**config.mk**
```make
export PLATFORM = sky130hd
export DESIGN_NAME = mips_core
export DESIGN_NICKNAME = d
export VERILOG_FILES = /design/src/mips_pkg.sv /design/src/fetch_stage.sv /design/src/decode_stage.sv /design/src/hazard_unit.sv /design/src/execute_stage.sv /design/src/memory_stage.sv /design/src/mips_core.sv
export SDC_FILE = /design/constraint.sdc
export NUM_CORES = 2
export LEC_CHECK = 0
export BUFFER_PORTS_ARGS = -buffer_cell sky130_fd_sc_hd__buf_4
export CORE_MARGIN = 4
export CORE_UTILIZATION = 53
export DETAILED_ROUTE_END_ITERATION = 7
export MAX_ROUTING_LAYER = met4
export PLACE_DENSITY = 0.81
export SKIP_LAST_GASP = 1
export SYNTH_ARGS = -nofsm -noshare
export SYNTH_HDL_FRONTEND = slang
export SYNTH_HIERARCHICAL = 1
export SYNTH_SLANG_ARGS = --single-unit
```
**constraint.sdc**
```tcl
create_clock -name clk -period 5.55 [get_ports clk]
set_input_delay 0.2775 -clock clk [delete_from_list [all_inputs] [get_ports clk]]
set_output_delay 0.2775 -clock clk [all_outputs]
set_load 0.01 [all_outputs]
```
**src/mips_pkg.sv**
```systemverilog
`default_nettype none

package mips_pkg;

   // data word and byte address
   typedef logic [31:0] word_t;
   // word address on the instruction and data ports
   typedef logic [29:0] iaddr_t;
   typedef logic [4:0] reg_idx_t;

   // pc value coming out of reset
   localparam word_t TEXT_START = 32'h0040_0000;

   // primary opcodes
   localparam logic [5:0] OP_RTYPE = 6'h00;
   localparam logic [5:0] OP_BEQ   = 6'h04;
   localparam logic [5:0] OP_BNE   = 6'h05;
   localparam logic [5:0] OP_ADDI  = 6'h08;
   localparam logic [5:0] OP_ADDIU = 6'h09;
   localparam logic [5:0] OP_SLTI  = 6'h0a;
   localparam logic [5:0] OP_SLTIU = 6'h0b;
   localparam logic [5:0] OP_ANDI  = 6'h0c;
   localparam logic [5:0] OP_ORI   = 6'h0d;
   localparam logic [5:0] OP_XORI  = 6'h0e;
   localparam logic [5:0] OP_LUI   = 6'h0f;
   localparam logic [5:0] OP_LW    = 6'h23;
   localparam logic [5:0] OP_SW    = 6'h2b;

   // funct field of r-type instructions
   localparam logic [5:0] FN_SLL     = 6'h00;
   localparam logic [5:0] FN_SRL     = 6'h02;
   localparam logic [5:0] FN_SRA     = 6'h03;
   localparam logic [5:0] FN_SYSCALL = 6'h0c;
   localparam logic [5:0] FN_ADD     = 6'h20;
   localparam logic [5:0] FN_ADDU    = 6'h21;
   localparam logic [5:0] FN_SUB     = 6'h22;
   localparam logic [5:0] FN_SUBU    = 6'h23;
   localparam logic [5:0] FN_AND     = 6'h24;
   localparam logic [5:0] FN_OR      = 6'h25;
   localparam logic [5:0] FN_XOR     = 6'h26;
   localparam logic [5:0] FN_NOR     = 6'h27;
   localparam logic [5:0] FN_SLT     = 6'h2a;
   localparam logic [5:0] FN_SLTU    = 6'h2b;

   // no overflow traps, so add and addu share ALU_ADD
   typedef enum logic [3:0] {
      ALU_ADD, ALU_SUB, ALU_AND, ALU_OR, ALU_XOR, ALU_NOR,
      ALU_SLT, ALU_SLTU, ALU_SLL, ALU_SRL, ALU_SRA, ALU_LUI
   } alu_op_e;

   // control bundle that rides along with each instruction
   typedef struct packed {
      logic    reg_we;
      logic    mem_we;
      logic    mem_rd;
      logic    use_imm;
      logic    is_branch;
      logic    branch_ne;
      logic    is_sys;
      alu_op_e alu_op;
      logic    valid;
   } ctrl_t;

   typedef struct packed {
      word_t    pc_plus4;
      word_t    rs_data;
      word_t    rt_data;
      // already sign or zero extended
      word_t    imm;
      logic [4:0] shamt;
      reg_idx_t dest;
      ctrl_t    ctrl;
   } id_ex_t;

   typedef struct packed {
      word_t    alu_out;
      word_t    store_data;
      reg_idx_t dest;
      ctrl_t    ctrl;
   } ex_mem_t;

   // register file write port
   typedef struct packed {
      word_t    result;
      reg_idx_t dest;
      logic     reg_we;
   } mem_wb_t;

endpackage

`default_nettype wire

```
**src/fetch_stage.sv**
```systemverilog
`timescale 1ns/100ps
`default_nettype none

module fetch_stage (
   input  wire                    clk,
   input  wire                    rst_b,
   input  wire                    stall,
   input  wire                    halted,
   input  wire                    br_taken,
   input  wire  mips_pkg::word_t  br_target,
   input  wire  mips_pkg::word_t  inst,
   output mips_pkg::iaddr_t       inst_addr,
   output mips_pkg::word_t        if_inst,
   output mips_pkg::word_t        if_pc_plus4,
   output logic                   if_valid
);

   mips_pkg::word_t pc;
   mips_pkg::word_t pc_plus4;

   assign pc_plus4  = pc + 32'd4;
   // instruction rom is word addressed
   assign inst_addr = pc[31:2];

   // taken branch wins over both stall and halt
   always_ff @(posedge clk or negedge rst_b) begin
      if (!rst_b) begin
         pc <= mips_pkg::TEXT_START;
      end else if (br_taken) begin
         pc <= br_target;
      end else if (!stall && !halted) begin
         pc <= pc_plus4;
      end
   end

   // fetch/decode register
   // a bubble is an all-zero word with valid low, decoded as a nop
   always_ff @(posedge clk or negedge rst_b) begin
      if (!rst_b) begin
         if_inst     <= '0;
         if_pc_plus4 <= '0;
         if_valid    <= 1'b0;
      end else if (br_taken || halted) begin
         if_inst     <= '0;
         if_pc_plus4 <= '0;
         if_valid    <= 1'b0;
      end else if (!stall) begin
         if_inst     <= inst;
         if_pc_plus4 <= pc_plus4;
         if_valid    <= 1'b1;
      end
   end

endmodule

`default_nettype wire

```
**src/decode_stage.sv**
```systemverilog
`timescale 1ns/100ps
`default_nettype none

module decode_stage (
   input  wire                    clk,
   input  wire                    rst_b,
   input  wire  mips_pkg::word_t  if_inst,
   input  wire  mips_pkg::word_t  if_pc_plus4,
   input  wire                    if_valid,
   input  wire                    stall,
   input  wire                    br_taken,
   input  wire  mips_pkg::mem_wb_t wb,
   output mips_pkg::reg_idx_t     src_rs,
   output mips_pkg::reg_idx_t     src_rt,
   output logic                   src_uses_rt,
   output mips_pkg::id_ex_t       id_ex
);

   logic [5:0]         opcode;
   logic [5:0]         funct;
   mips_pkg::reg_idx_t rd;
   logic [15:0]        imm16;
   logic               zero_ext;
   mips_pkg::reg_idx_t dest;
   mips_pkg::ctrl_t    ctrl;
   mips_pkg::word_t    rs_data;
   mips_pkg::word_t    rt_data;
   mips_pkg::word_t    rf [32];

   // instruction fields
   assign opcode = if_inst[31:26];
   assign src_rs = if_inst[25:21];
   assign src_rt = if_inst[20:16];
   assign rd     = if_inst[15:11];
   assign funct  = if_inst[5:0];
   assign imm16  = if_inst[15:0];

   // rt is read by r-type ops, stores and branches
   assign src_uses_rt = (opcode == mips_pkg::OP_RTYPE) || (opcode == mips_pkg::OP_SW) ||
                        (opcode == mips_pkg::OP_BEQ) || (opcode == mips_pkg::OP_BNE);

   // r-type writes rd, everything else writes rt
   assign dest = (opcode == mips_pkg::OP_RTYPE) ? rd : src_rt;

   always_comb begin
      ctrl        = '0;
      ctrl.valid  = if_valid;
      ctrl.alu_op = mips_pkg::ALU_ADD;
      zero_ext    = 1'b0;
      unique case (opcode)
         mips_pkg::OP_RTYPE: begin
            ctrl.reg_we = 1'b1;
            unique case (funct)
               mips_pkg::FN_SUB, mips_pkg::FN_SUBU: ctrl.alu_op = mips_pkg::ALU_SUB;
               mips_pkg::FN_AND:  ctrl.alu_op = mips_pkg::ALU_AND;
               mips_pkg::FN_OR:   ctrl.alu_op = mips_pkg::ALU_OR;
               mips_pkg::FN_XOR:  ctrl.alu_op = mips_pkg::ALU_XOR;
               mips_pkg::FN_NOR:  ctrl.alu_op = mips_pkg::ALU_NOR;
               mips_pkg::FN_SLT:  ctrl.alu_op = mips_pkg::ALU_SLT;
               mips_pkg::FN_SLTU: ctrl.alu_op = mips_pkg::ALU_SLTU;
               mips_pkg::FN_SLL:  ctrl.alu_op = mips_pkg::ALU_SLL;
               mips_pkg::FN_SRL:  ctrl.alu_op = mips_pkg::ALU_SRL;
               mips_pkg::FN_SRA:  ctrl.alu_op = mips_pkg::ALU_SRA;
               mips_pkg::FN_ADD, mips_pkg::FN_ADDU: ctrl.alu_op = mips_pkg::ALU_ADD;
               mips_pkg::FN_SYSCALL: begin
                  ctrl.reg_we = 1'b0;
                  ctrl.is_sys = 1'b1;
               end
               // unknown funct retires as a nop
               default: ctrl.reg_we = 1'b0;
            endcase
         end
         mips_pkg::OP_ADDI, mips_pkg::OP_ADDIU: begin
            ctrl.reg_we  = 1'b1;
            ctrl.use_imm = 1'b1;
         end
         mips_pkg::OP_SLTI, mips_pkg::OP_SLTIU: begin
            ctrl.reg_we  = 1'b1;
            ctrl.use_imm = 1'b1;
            ctrl.alu_op  = (opcode == mips_pkg::OP_SLTI) ? mips_pkg::ALU_SLT : mips_pkg::ALU_SLTU;
         end
         mips_pkg::OP_ANDI, mips_pkg::OP_ORI, mips_pkg::OP_XORI: begin
            ctrl.reg_we  = 1'b1;
            ctrl.use_imm = 1'b1;
            zero_ext     = 1'b1;
            ctrl.alu_op  = (opcode == mips_pkg::OP_ANDI) ? mips_pkg::ALU_AND :
                           (opcode == mips_pkg::OP_ORI)  ? mips_pkg::ALU_OR  : mips_pkg::ALU_XOR;
         end
         mips_pkg::OP_LUI: begin
            ctrl.reg_we  = 1'b1;
            ctrl.use_imm = 1'b1;
            ctrl.alu_op  = mips_pkg::ALU_LUI;
         end
         mips_pkg::OP_LW: begin
            ctrl.reg_we  = 1'b1;
            ctrl.mem_rd  = 1'b1;
            ctrl.use_imm = 1'b1;
         end
         mips_pkg::OP_SW: begin
            ctrl.mem_we  = 1'b1;
            ctrl.use_imm = 1'b1;
         end
         mips_pkg::OP_BEQ, mips_pkg::OP_BNE: begin
            ctrl.is_branch = 1'b1;
            ctrl.branch_ne = (opcode == mips_pkg::OP_BNE);
            ctrl.alu_op    = mips_pkg::ALU_SUB;
         end
         default: ctrl.reg_we = 1'b0;
      endcase
      // writes to $zero are dropped here, so nops never look like producers
      ctrl.reg_we = ctrl.reg_we & (dest != '0);
   end

   // register file, written at the end of the writeback cycle
   always_ff @(posedge clk) begin
      if (wb.reg_we) begin
         rf[wb.dest] <= wb.result;
      end
   end

   // write-through read, a value in writeback is visible in decode
   assign rs_data = (src_rs == '0) ? '0 :
                    (wb.reg_we && wb.dest == src_rs) ? wb.result : rf[src_rs];
   assign rt_data = (src_rt == '0) ? '0 :
                    (wb.reg_we && wb.dest == src_rt) ? wb.result : rf[src_rt];

   // decode/execute register, bubble on stall or flush
   always_ff @(posedge clk or negedge rst_b) begin
      if (!rst_b) begin
         id_ex <= '0;
      end else begin
         id_ex.pc_plus4 <= if_pc_plus4;
         id_ex.rs_data  <= rs_data;
         id_ex.rt_data  <= rt_data;
         id_ex.imm      <= zero_ext ? {16'h0000, imm16} : {{16{imm16[15]}}, imm16};
         id_ex.shamt    <= if_inst[10:6];
         id_ex.dest     <= dest;
         id_ex.ctrl     <= (stall || br_taken) ? '0 : ctrl;
      end
   end

   // $zero must never reach the write port with its enable set
   assert property (@(posedge clk) disable iff (!rst_b) wb.reg_we |-> (wb.dest != '0));

endmodule

`default_nettype wire

```
**src/hazard_unit.sv**
```systemverilog
`timescale 1ns/100ps
`default_nettype none

module hazard_unit (
   input  wire                       clk,
   input  wire                       rst_b,
   input  wire  mips_pkg::reg_idx_t  src_rs,
   input  wire  mips_pkg::reg_idx_t  src_rt,
   input  wire                       src_uses_rt,
   input  wire  mips_pkg::reg_idx_t  ex_dest,
   input  wire                       ex_reg_we,
   input  wire  mips_pkg::reg_idx_t  mem_dest,
   input  wire                       mem_reg_we,
   output logic                      stall
);

   logic       ex_hit;
   logic       mem_hit;
   logic [1:0] cnt_q;
   logic [1:0] cnt_eff;

   // $zero never creates a dependency
   assign ex_hit  = ex_reg_we && ((src_rs != '0 && src_rs == ex_dest) ||
                    (src_uses_rt && src_rt != '0 && src_rt == ex_dest));
   assign mem_hit = mem_reg_we && ((src_rs != '0 && src_rs == mem_dest) ||
                    (src_uses_rt && src_rt != '0 && src_rt == mem_dest));

   // cycles still to stall, counting this one
   // producer in execute needs 2, producer in memory needs 1
   // detection is ignored while a countdown is running
   assign cnt_eff = (cnt_q != 2'd0) ? cnt_q :
                    ex_hit          ? 2'd2  :
                    mem_hit         ? 2'd1  : 2'd0;

   assign stall = (cnt_eff != 2'd0);

   always_ff @(posedge clk or negedge rst_b) begin
      if (!rst_b) begin
         cnt_q <= 2'd0;
      end else if (cnt_eff != 2'd0) begin
         cnt_q <= cnt_eff - 2'd1;
      end
   end

   // bubbles fill execute and memory, so a stall never runs past 2 cycles
   assert property (@(posedge clk) disable iff (!rst_b) not (stall [*3]));

endmodule

`default_nettype wire

```
**src/execute_stage.sv**
```systemverilog
`timescale 1ns/100ps
`default_nettype none

module execute_stage (
   input  wire                      clk,
   input  wire                      rst_b,
   input  wire  mips_pkg::id_ex_t   id_ex,
   output logic                     br_taken,
   output mips_pkg::word_t          br_target,
   output mips_pkg::ex_mem_t        ex_mem
);

   mips_pkg::word_t op_a;
   mips_pkg::word_t op_b;
   mips_pkg::word_t alu_out;
   logic            rs_eq_rt;

   assign op_a = id_ex.rs_data;
   // immediate replaces rt for i-type, loads and stores
   assign op_b = id_ex.ctrl.use_imm ? id_ex.imm : id_ex.rt_data;

   always_comb begin
      unique case (id_ex.ctrl.alu_op)
         mips_pkg::ALU_ADD:  alu_out = op_a + op_b;
         mips_pkg::ALU_SUB:  alu_out = op_a - op_b;
         mips_pkg::ALU_AND:  alu_out = op_a & op_b;
         mips_pkg::ALU_OR:   alu_out = op_a | op_b;
         mips_pkg::ALU_XOR:  alu_out = op_a ^ op_b;
         mips_pkg::ALU_NOR:  alu_out = ~(op_a | op_b);
         mips_pkg::ALU_SLT:  alu_out = {31'd0, $signed(op_a) < $signed(op_b)};
         mips_pkg::ALU_SLTU: alu_out = {31'd0, op_a < op_b};
         // shifts move rt by the shamt field
         mips_pkg::ALU_SLL:  alu_out = op_b << id_ex.shamt;
         mips_pkg::ALU_SRL:  alu_out = op_b >> id_ex.shamt;
         mips_pkg::ALU_SRA:  alu_out = mips_pkg::word_t'($signed(op_b) >>> id_ex.shamt);
         mips_pkg::ALU_LUI:  alu_out = {op_b[15:0], 16'h0000};
         default:            alu_out = '0;
      endcase
   end

   // branch compare always looks at rt, not the immediate
   assign rs_eq_rt  = (id_ex.rs_data == id_ex.rt_data);
   assign br_taken  = id_ex.ctrl.valid && id_ex.ctrl.is_branch &&
                      (rs_eq_rt != id_ex.ctrl.branch_ne);
   assign br_target = id_ex.pc_plus4 + {id_ex.imm[29:0], 2'b00};

   // execute/memory register, no stall reaches this far
   always_ff @(posedge clk or negedge rst_b) begin
      if (!rst_b) begin
         ex_mem <= '0;
      end else begin
         ex_mem.alu_out    <= alu_out;
         ex_mem.store_data <= id_ex.rt_data;
         ex_mem.dest       <= id_ex.dest;
         ex_mem.ctrl       <= id_ex.ctrl;
      end
   end

   // decode must flush its slot when a branch redirects
   assert property (@(posedge clk) disable iff (!rst_b) br_taken |=> !id_ex.ctrl.valid);

endmodule

`default_nettype wire

```
**src/memory_stage.sv**
```systemverilog
`timescale 1ns/100ps
`default_nettype none

module memory_stage (
   input  wire                      clk,
   input  wire                      rst_b,
   input  wire  mips_pkg::ex_mem_t  ex_mem,
   input  wire  mips_pkg::word_t    mem_rdata,
   output mips_pkg::iaddr_t         mem_addr,
   output mips_pkg::word_t          mem_wdata,
   output logic                     mem_we,
   output mips_pkg::mem_wb_t        wb,
   output logic                     halted
);

   // word addressed data port
   assign mem_addr  = ex_mem.alu_out[31:2];
   assign mem_wdata = ex_mem.store_data;
   // no stores once the core has halted
   assign mem_we    = ex_mem.ctrl.valid && ex_mem.ctrl.mem_we && !halted;

   // memory/writeback register drives the register file write port
   always_ff @(posedge clk or negedge rst_b) begin
      if (!rst_b) begin
         wb <= '0;
      end else begin
         wb.result <= ex_mem.ctrl.mem_rd ? mem_rdata : ex_mem.alu_out;
         wb.dest   <= ex_mem.dest;
         wb.reg_we <= ex_mem.ctrl.valid && ex_mem.ctrl.reg_we && !halted;
      end
   end

   // sticky until reset
   always_ff @(posedge clk or negedge rst_b) begin
      if (!rst_b) begin
         halted <= 1'b0;
      end else if (ex_mem.ctrl.valid && ex_mem.ctrl.is_sys) begin
         halted <= 1'b1;
      end
   end

   // a word access is either a load or a store, never both
   assert property (@(posedge clk) disable iff (!rst_b)
                    ex_mem.ctrl.valid |-> !(ex_mem.ctrl.mem_we && ex_mem.ctrl.mem_rd));

endmodule

`default_nettype wire

```
**src/mips_core.sv**
```systemverilog
`timescale 1ns/100ps
`default_nettype none

module mips_core (
   input  wire                    clk,
   input  wire                    rst_b,
   output mips_pkg::iaddr_t       inst_addr,
   input  wire  mips_pkg::word_t  inst,
   output mips_pkg::iaddr_t       mem_addr,
   output mips_pkg::word_t        mem_wdata,
   output logic                   mem_we,
   input  wire  mips_pkg::word_t  mem_rdata,
   output logic                   halted
);

   mips_pkg::word_t    if_inst;
   mips_pkg::word_t    if_pc_plus4;
   logic               if_valid;
   logic               stall;
   logic               br_taken;
   mips_pkg::word_t    br_target;
   mips_pkg::reg_idx_t src_rs;
   mips_pkg::reg_idx_t src_rt;
   logic               src_uses_rt;
   mips_pkg::id_ex_t   id_ex;
   mips_pkg::ex_mem_t  ex_mem;
   mips_pkg::mem_wb_t  wb;

   fetch_stage i_fetch_stage (
      .clk, .rst_b, .stall, .halted, .br_taken, .br_target, .inst,
      .inst_addr, .if_inst, .if_pc_plus4, .if_valid
   );

   decode_stage i_decode_stage (
      .clk, .rst_b, .if_inst, .if_pc_plus4, .if_valid, .stall, .br_taken, .wb,
      .src_rs, .src_rt, .src_uses_rt, .id_ex
   );

   // producers are taken from the execute and memory pipeline registers
   hazard_unit i_hazard_unit (
      .clk, .rst_b, .src_rs, .src_rt, .src_uses_rt,
      .ex_dest    (id_ex.dest),
      .ex_reg_we  (id_ex.ctrl.reg_we && id_ex.ctrl.valid),
      .mem_dest   (ex_mem.dest),
      .mem_reg_we (ex_mem.ctrl.reg_we && ex_mem.ctrl.valid),
      .stall
   );

   execute_stage i_execute_stage (
      .clk, .rst_b, .id_ex, .br_taken, .br_target, .ex_mem
   );

   memory_stage i_memory_stage (
      .clk, .rst_b, .ex_mem, .mem_rdata, .mem_addr, .mem_wdata, .mem_we, .wb, .halted
   );

endmodule

`default_nettype wire

```
Word level (Yosys, flattened, before mapping) --
Memories as Yosys holds them, arrays and structs flattened. Cells that the tools add are included.
Storage, ports and cells: register bits 362, memory bits (writable) 1024, memories 1, output and inout port bits 94
Memories:
- i_decode_stage.rf | depth 32, width 32, read ports 2, clocked after memory_dff 0, write ports 1, line decode_stage.sv:28 | mips_pkg::word_t rf [32];
Operators by class: shifts and indexed selects 3, add/subtract/negate cells 5, reductions and logical operators 45, bitwise logic cells 5, equality and inequality tests 45, order comparisons 2, muxes and demuxes 37
Operators with widths (number):
- 2-to-1 mux 32 bit | 13
- case mux 32 bit (12 select lines) | 1
- equality test 6 bit, second input constant | 12
- adder 32 bit | 2
- less-than comparator 32 bit | 2
- equality test 6 x 4 -> 1 bit, second input constant | 9
- case mux 4 bit (10 select lines) | 1
- adder 32 x 3 -> 32 bit, second input constant | 1
- AND 32 bit | 1
- equality test 32 bit | 1
- NOT 32 bit | 1
- bitwise OR 32 bit | 1
- << shifter 32 x 5 -> 32 bit | 1
- right shift 32 x 5 -> 32 bit | 1
- >>> shifter 32 x 5 -> 32 bit | 1
- subtractor 32 bit | 1
- XOR 32 bit | 1
- equality test 5 bit | 6
- case mux 4 bit (5 select lines) | 1
- logical AND 1 bit | 18
- equality test 4 x 3 -> 1 bit, second input constant | 4
- equality test 4 bit, second input constant | 4
- nonzero test 5 bit | 3
- 2-to-1 mux 1 bit | 13
- 25 further kinds | 43

Depth between registers and ports, before layout --
depth after elaboration 16, mapped depth 17, gate-level depth less buffers 14

Hierarchy --
Netlist, hierarchy kept.
Modules (own cells, without submodules):
- decode_stage | cells each 2901, area an instance 52161.3 um^2, instances 1
- execute_stage | cells each 1746, area an instance 13758.2 um^2, instances 1
- fetch_stage | cells each 470, area an instance 4779.6 um^2, instances 1
- memory_stage | cells each 140, area an instance 2010.7 um^2, instances 1
- hazard_unit | cells each 48, area an instance 379.1 um^2, instances 1
- mips_core | cells each 2, area an instance 12.5 um^2, instances 1

Worst setup path before layout --
No wires, ideal clock.
kind register -> register, start register i_decode_stage/id_ex[8] (netlist name), end register i_execute_stage/ex_mem[76] (netlist name), data required time 5.417 ns, path slack 1.445 ns, path buffers 5, cell stages (with the launch flop) 18, data arrival time 3.971 ns, cells stage by stage dfrtp_1 -> buf_4 -> buf_4 -> buf_2 -> buf_4 -> mux2_2 -> inv_1 -> ha_1 -> buf_2 -> nand2_1 -> a2111oi_2 -> o2111ai_1 -> o211a_1 -> o311a_1 -> o31ai_2 -> nor2_1 -> a211oi_1 -> o211ai_1
On the way: word-level cells in the longest chain between the ends 4, elaborated cells between the ends (all ways) 11, those cells by class 2 x add/sub; 3 x shift; 2 x mux; 4 x bitwise
Ends and longest elaborated chain:
- 2-to-1 mux 32 bit * | line execute_stage.sv:20 | assign op_b = id_ex.ctrl.use_imm ? id_ex.imm : id_ex.rt_data;
- branches (longest 2 deep; another with subtractor 32 bit)
- case mux 32 bit (12 select lines) * | line execute_stage.sv:23 | unique case (id_ex.ctrl.alu_op)
- named net i_execute_stage.alu_out[27] | line execute_stage.sv:15 | mips_pkg::word_t alu_out;
Mark *: on every way through the listed nets, which the timed path passes. A chain may end at the register's enable or synchronous reset.

Worst setup path after layout --
start register i_decode_stage/id_ex[8] (netlist name), end register i_execute_stage/ex_mem[77] (netlist name)
On the way: word-level cells in the longest chain between the ends 4, elaborated cells between the ends (all ways) 11, those cells by class 2 x add/sub; 3 x shift; 2 x mux; 4 x bitwise
Ends and longest elaborated chain (line):
- 2-to-1 mux 32 bit * | execute_stage.sv:20
- branches (longest 2 deep; another with subtractor 32 bit)
- case mux 32 bit (12 select lines) * | execute_stage.sv:23
- named net i_execute_stage.alu_out[28] | execute_stage.sv:15
Marks and branches as above.

==> flow_summary.yaml <==
cts:
  cts_inserted_buffers: 144
  path_clk_slew_ps: 60
  htree_levels: 4
  cts_setup_buffers: 0
  ctsResizeCount: 0
  cts_max_path_buffers: 3
  clock-sinks: 1360
  cts_tree: "yes"
  clkLatencyLatePin_ps: 800
  cts-root-buf: "clkbuf_16"
setup_path:
  crit_arrival_ps: 5300
  crit_path_max_incr_delay_ps: 770
  crit_path_max_fanout: 30
  crit_slowest_cell: "dfrtp_4"
  crit_top_cell: "nor3_1"
  r2r_cells: 13
  cp-end-kind: "flop"
  cp.required_ps: 6230
  worstPathCellList: "mux2i_1 -> inv_1 -> ha_1 -> fa_1 -> o21bai_1 -> a221oi_1 -> nor3_1 -> a2111oi_2 -> nor3_1 -> o22ai_1 -> o21ai_1 -> xnor2_1 -> a221o_1"
  crit_type: "reg2reg"
  worstSetupStartpointType: "flop"
die:
  pin_count: 160
  start_util: 0.535
  coreArea_mm2: 0.136
  fp.dieH_um: 378
  core.rowCount: 135
  die_x_um: 378
  die_area_mm2: 0.143
detailed_routing:
  ant_nets: 0
  drtIter0Drc: 9118
  vias_per_cell: 7.46
  first_pass_iters: 8
  wl_per_cell_um: 37.1
  vias: 54000
  drc: 0
  wl_mm: 269
cells_and_area:
  area_delta_synth_final_pct: 10.7
  final_net_count: 5515
  multi_input_area_mm2: 0.0305
  fillers: 9984
  seq_area_mm2: 0.0392
  drive_gt1_frac: 0.226
pwr:
  pwr-share-comb: 0.476
  intPower_uw: 28100
  pwr-share-clk: 0.196
  share_seq_of_total_power: 0.328
  p_per_area_mw_per_mm2: 629
  power_leakage_uw: 0.0283
  p_switching_uw: 22600
  power_uw: 50700
  ir_worst_vdd_mv: 0.373
  switching_share: 0.446
sta:
  fmax_mhz: 216
  setup_viol: 0
  worstMarginPinSlew_ps: 1360
  finalCriticalPeriod_ps: 4620
  slew_violations: 0
  rsz0062_at_grt: "false"
  slew_headroom: 0.0881
  fin_crit_sh: 0.832
  setup_tns_ps: 0
  finalHoldViolations: 0
  clock_skew_ps: 33.8
global_route:
  grt_pass1_wl_mm: 380
  grt_pass1_vias: 53100
  overflow: 0
  grtUsageTotal: 0.383
  grt_max_degree: 116
  antenna_found_initial: 18
place:
  io_buffers: 159
  gp_congestion: 1.05
  hpwl_mm: 172
yosys:
  ys_warn_count: 6
  syn_nets: 5487
  netlist_instances: 5288
  syn_area_mm2: 0.0727
  postSynthAreaPerCell_um2: 13.8
min_path:
  hp-class: "in2async"
status:
  run_status: "complete, no violations"
run:
  max-cap-violations: 0
## timing repair
item                                   4_1_cts  5_1_grt
endpoints found under the hold margin      327        0
hold buffers                                66        0
setup endpoints to repair                    0        0
## final timing paths
check / startpoint / endpoint / slack [ps]
setup reg to reg: i_decode_stage/id_ex[8] / i_execute_stage/ex_mem[77] / 930
hold reg to reg: i_decode_stage/id_ex[5] / i_execute_stage/ex_mem[5] / 350
min in group clk: inst[20] / i_fetch_stage/if_inst[20] / 240
setup / recovery: i_decode_stage/id_ex[8] / i_execute_stage/ex_mem[77] / 930
hold / removal: rst_b / i_execute_stage/ex_mem[60] / 100
max in group asynchronous: rst_b / i_fetch_stage/if_inst[18] / 4390
## registers in the layout (all words and copies together), names as in the netlist
register and flops:
i_execute_stage/ex_mem 74, i_memory_stage/wb 38, i_hazard_unit/cnt_q 2, i_decode_stage/rf 1024
i_fetch_stage/pc 30, i_fetch_stage/if_inst 32, i_fetch_stage/if_pc_plus4 30, i_decode_stage/id_ex 128
i_fetch_stage/if_valid 1, i_memory_stage/halted 1
## power by group through the flow
stage / Combinational (µW) / Clock, µW / Sequential [µW]
final: 24100 / 9910 / 16600
after floorplan: 16500 / 0 / 14500
after global routing: 25100 / 10400 / 16600
after global placement: 22700 / 0 / 16500
after CTS: 23200 / 9920 / 16300
after detailed placement: 22800 / 0 / 16500
## per-stage QoR
| step | hold WS [ps] | std cells | util | cell area (µm²) | setup WS (ps) |
|---|---|---|---|---|---|
| 2_1_floorplan | -18.1 | 5288 | - | 72700 | 1460 |
| 3_3_place_gp | 204 | 6885 | 0.552 | 74900 | 974 |
| 3_5_place_dp | 206 | 6885 | 0.552 | 74900 | 1010 |
| 4_1_cts | 84.4 | 7216 | 0.592 | 80400 | 1010 |
| 5_1_grt | 112 | 7230 | 0.592 | 80400 | 655 |
| 6_report | 102 | 7238 | 0.593 | 80500 | 930 |
## metal layers
metal | up-vias | wire length [µm] | global-route usage
li1 | 20900 | - | -
met2 | 4980 | 117000 | 0.547
met1 | 26700 | 87300 | 0.449
met4 | 0 | 24000 | 0.270
met3 | 1394 | 40100 | 0.139
met5 | - | 0 | -
## placed cells by master, fill, tap and decap left out, drive strengths merged, types with 65 or more instances in the layout
cell / count
xnor2: 100
a21oi: 201
nand2: 283
clkbuf: 192
edfxtp: 1024
mux2: 119
o21ai: 273
nor2: 307
buf: 317
o22ai: 91
ha: 130
inv: 148
nor3: 71
mux4: 455
dlygate4sd3: 65
a22oi: 81
a221oi: 81
dfrtp: 335
mux2i: 273
## final cells by class
class                      instances  area share
sequential                      1360       0.487
multi-input combinational       3287       0.379
clock buffer                     192      0.0501
timing repair buffer             382      0.0396
tap                             1781      0.0277
clock inverter                    73     0.00948
inverter                         141     0.00658
antenna                           22    0.000684
## worst max-delay path: cells and delay by family, from the launching register on
| kind | cells | cell delay (ps) |
|---|---|---|
| XOR/XNOR | 1 | 150 |
| multiplexers | 1 | 300 |
| AO/OA/AOI/OAI | 6 | 2300 |
| flip-flops | 1 | 770 |
| adder cells (fa/ha/maj) | 2 | 470 |
| AND/OR/NAND/NOR | 2 | 310 |
| buffers and inverters | 1 | 190 |
Note: power is estimated with default switching activity, not from simulation.
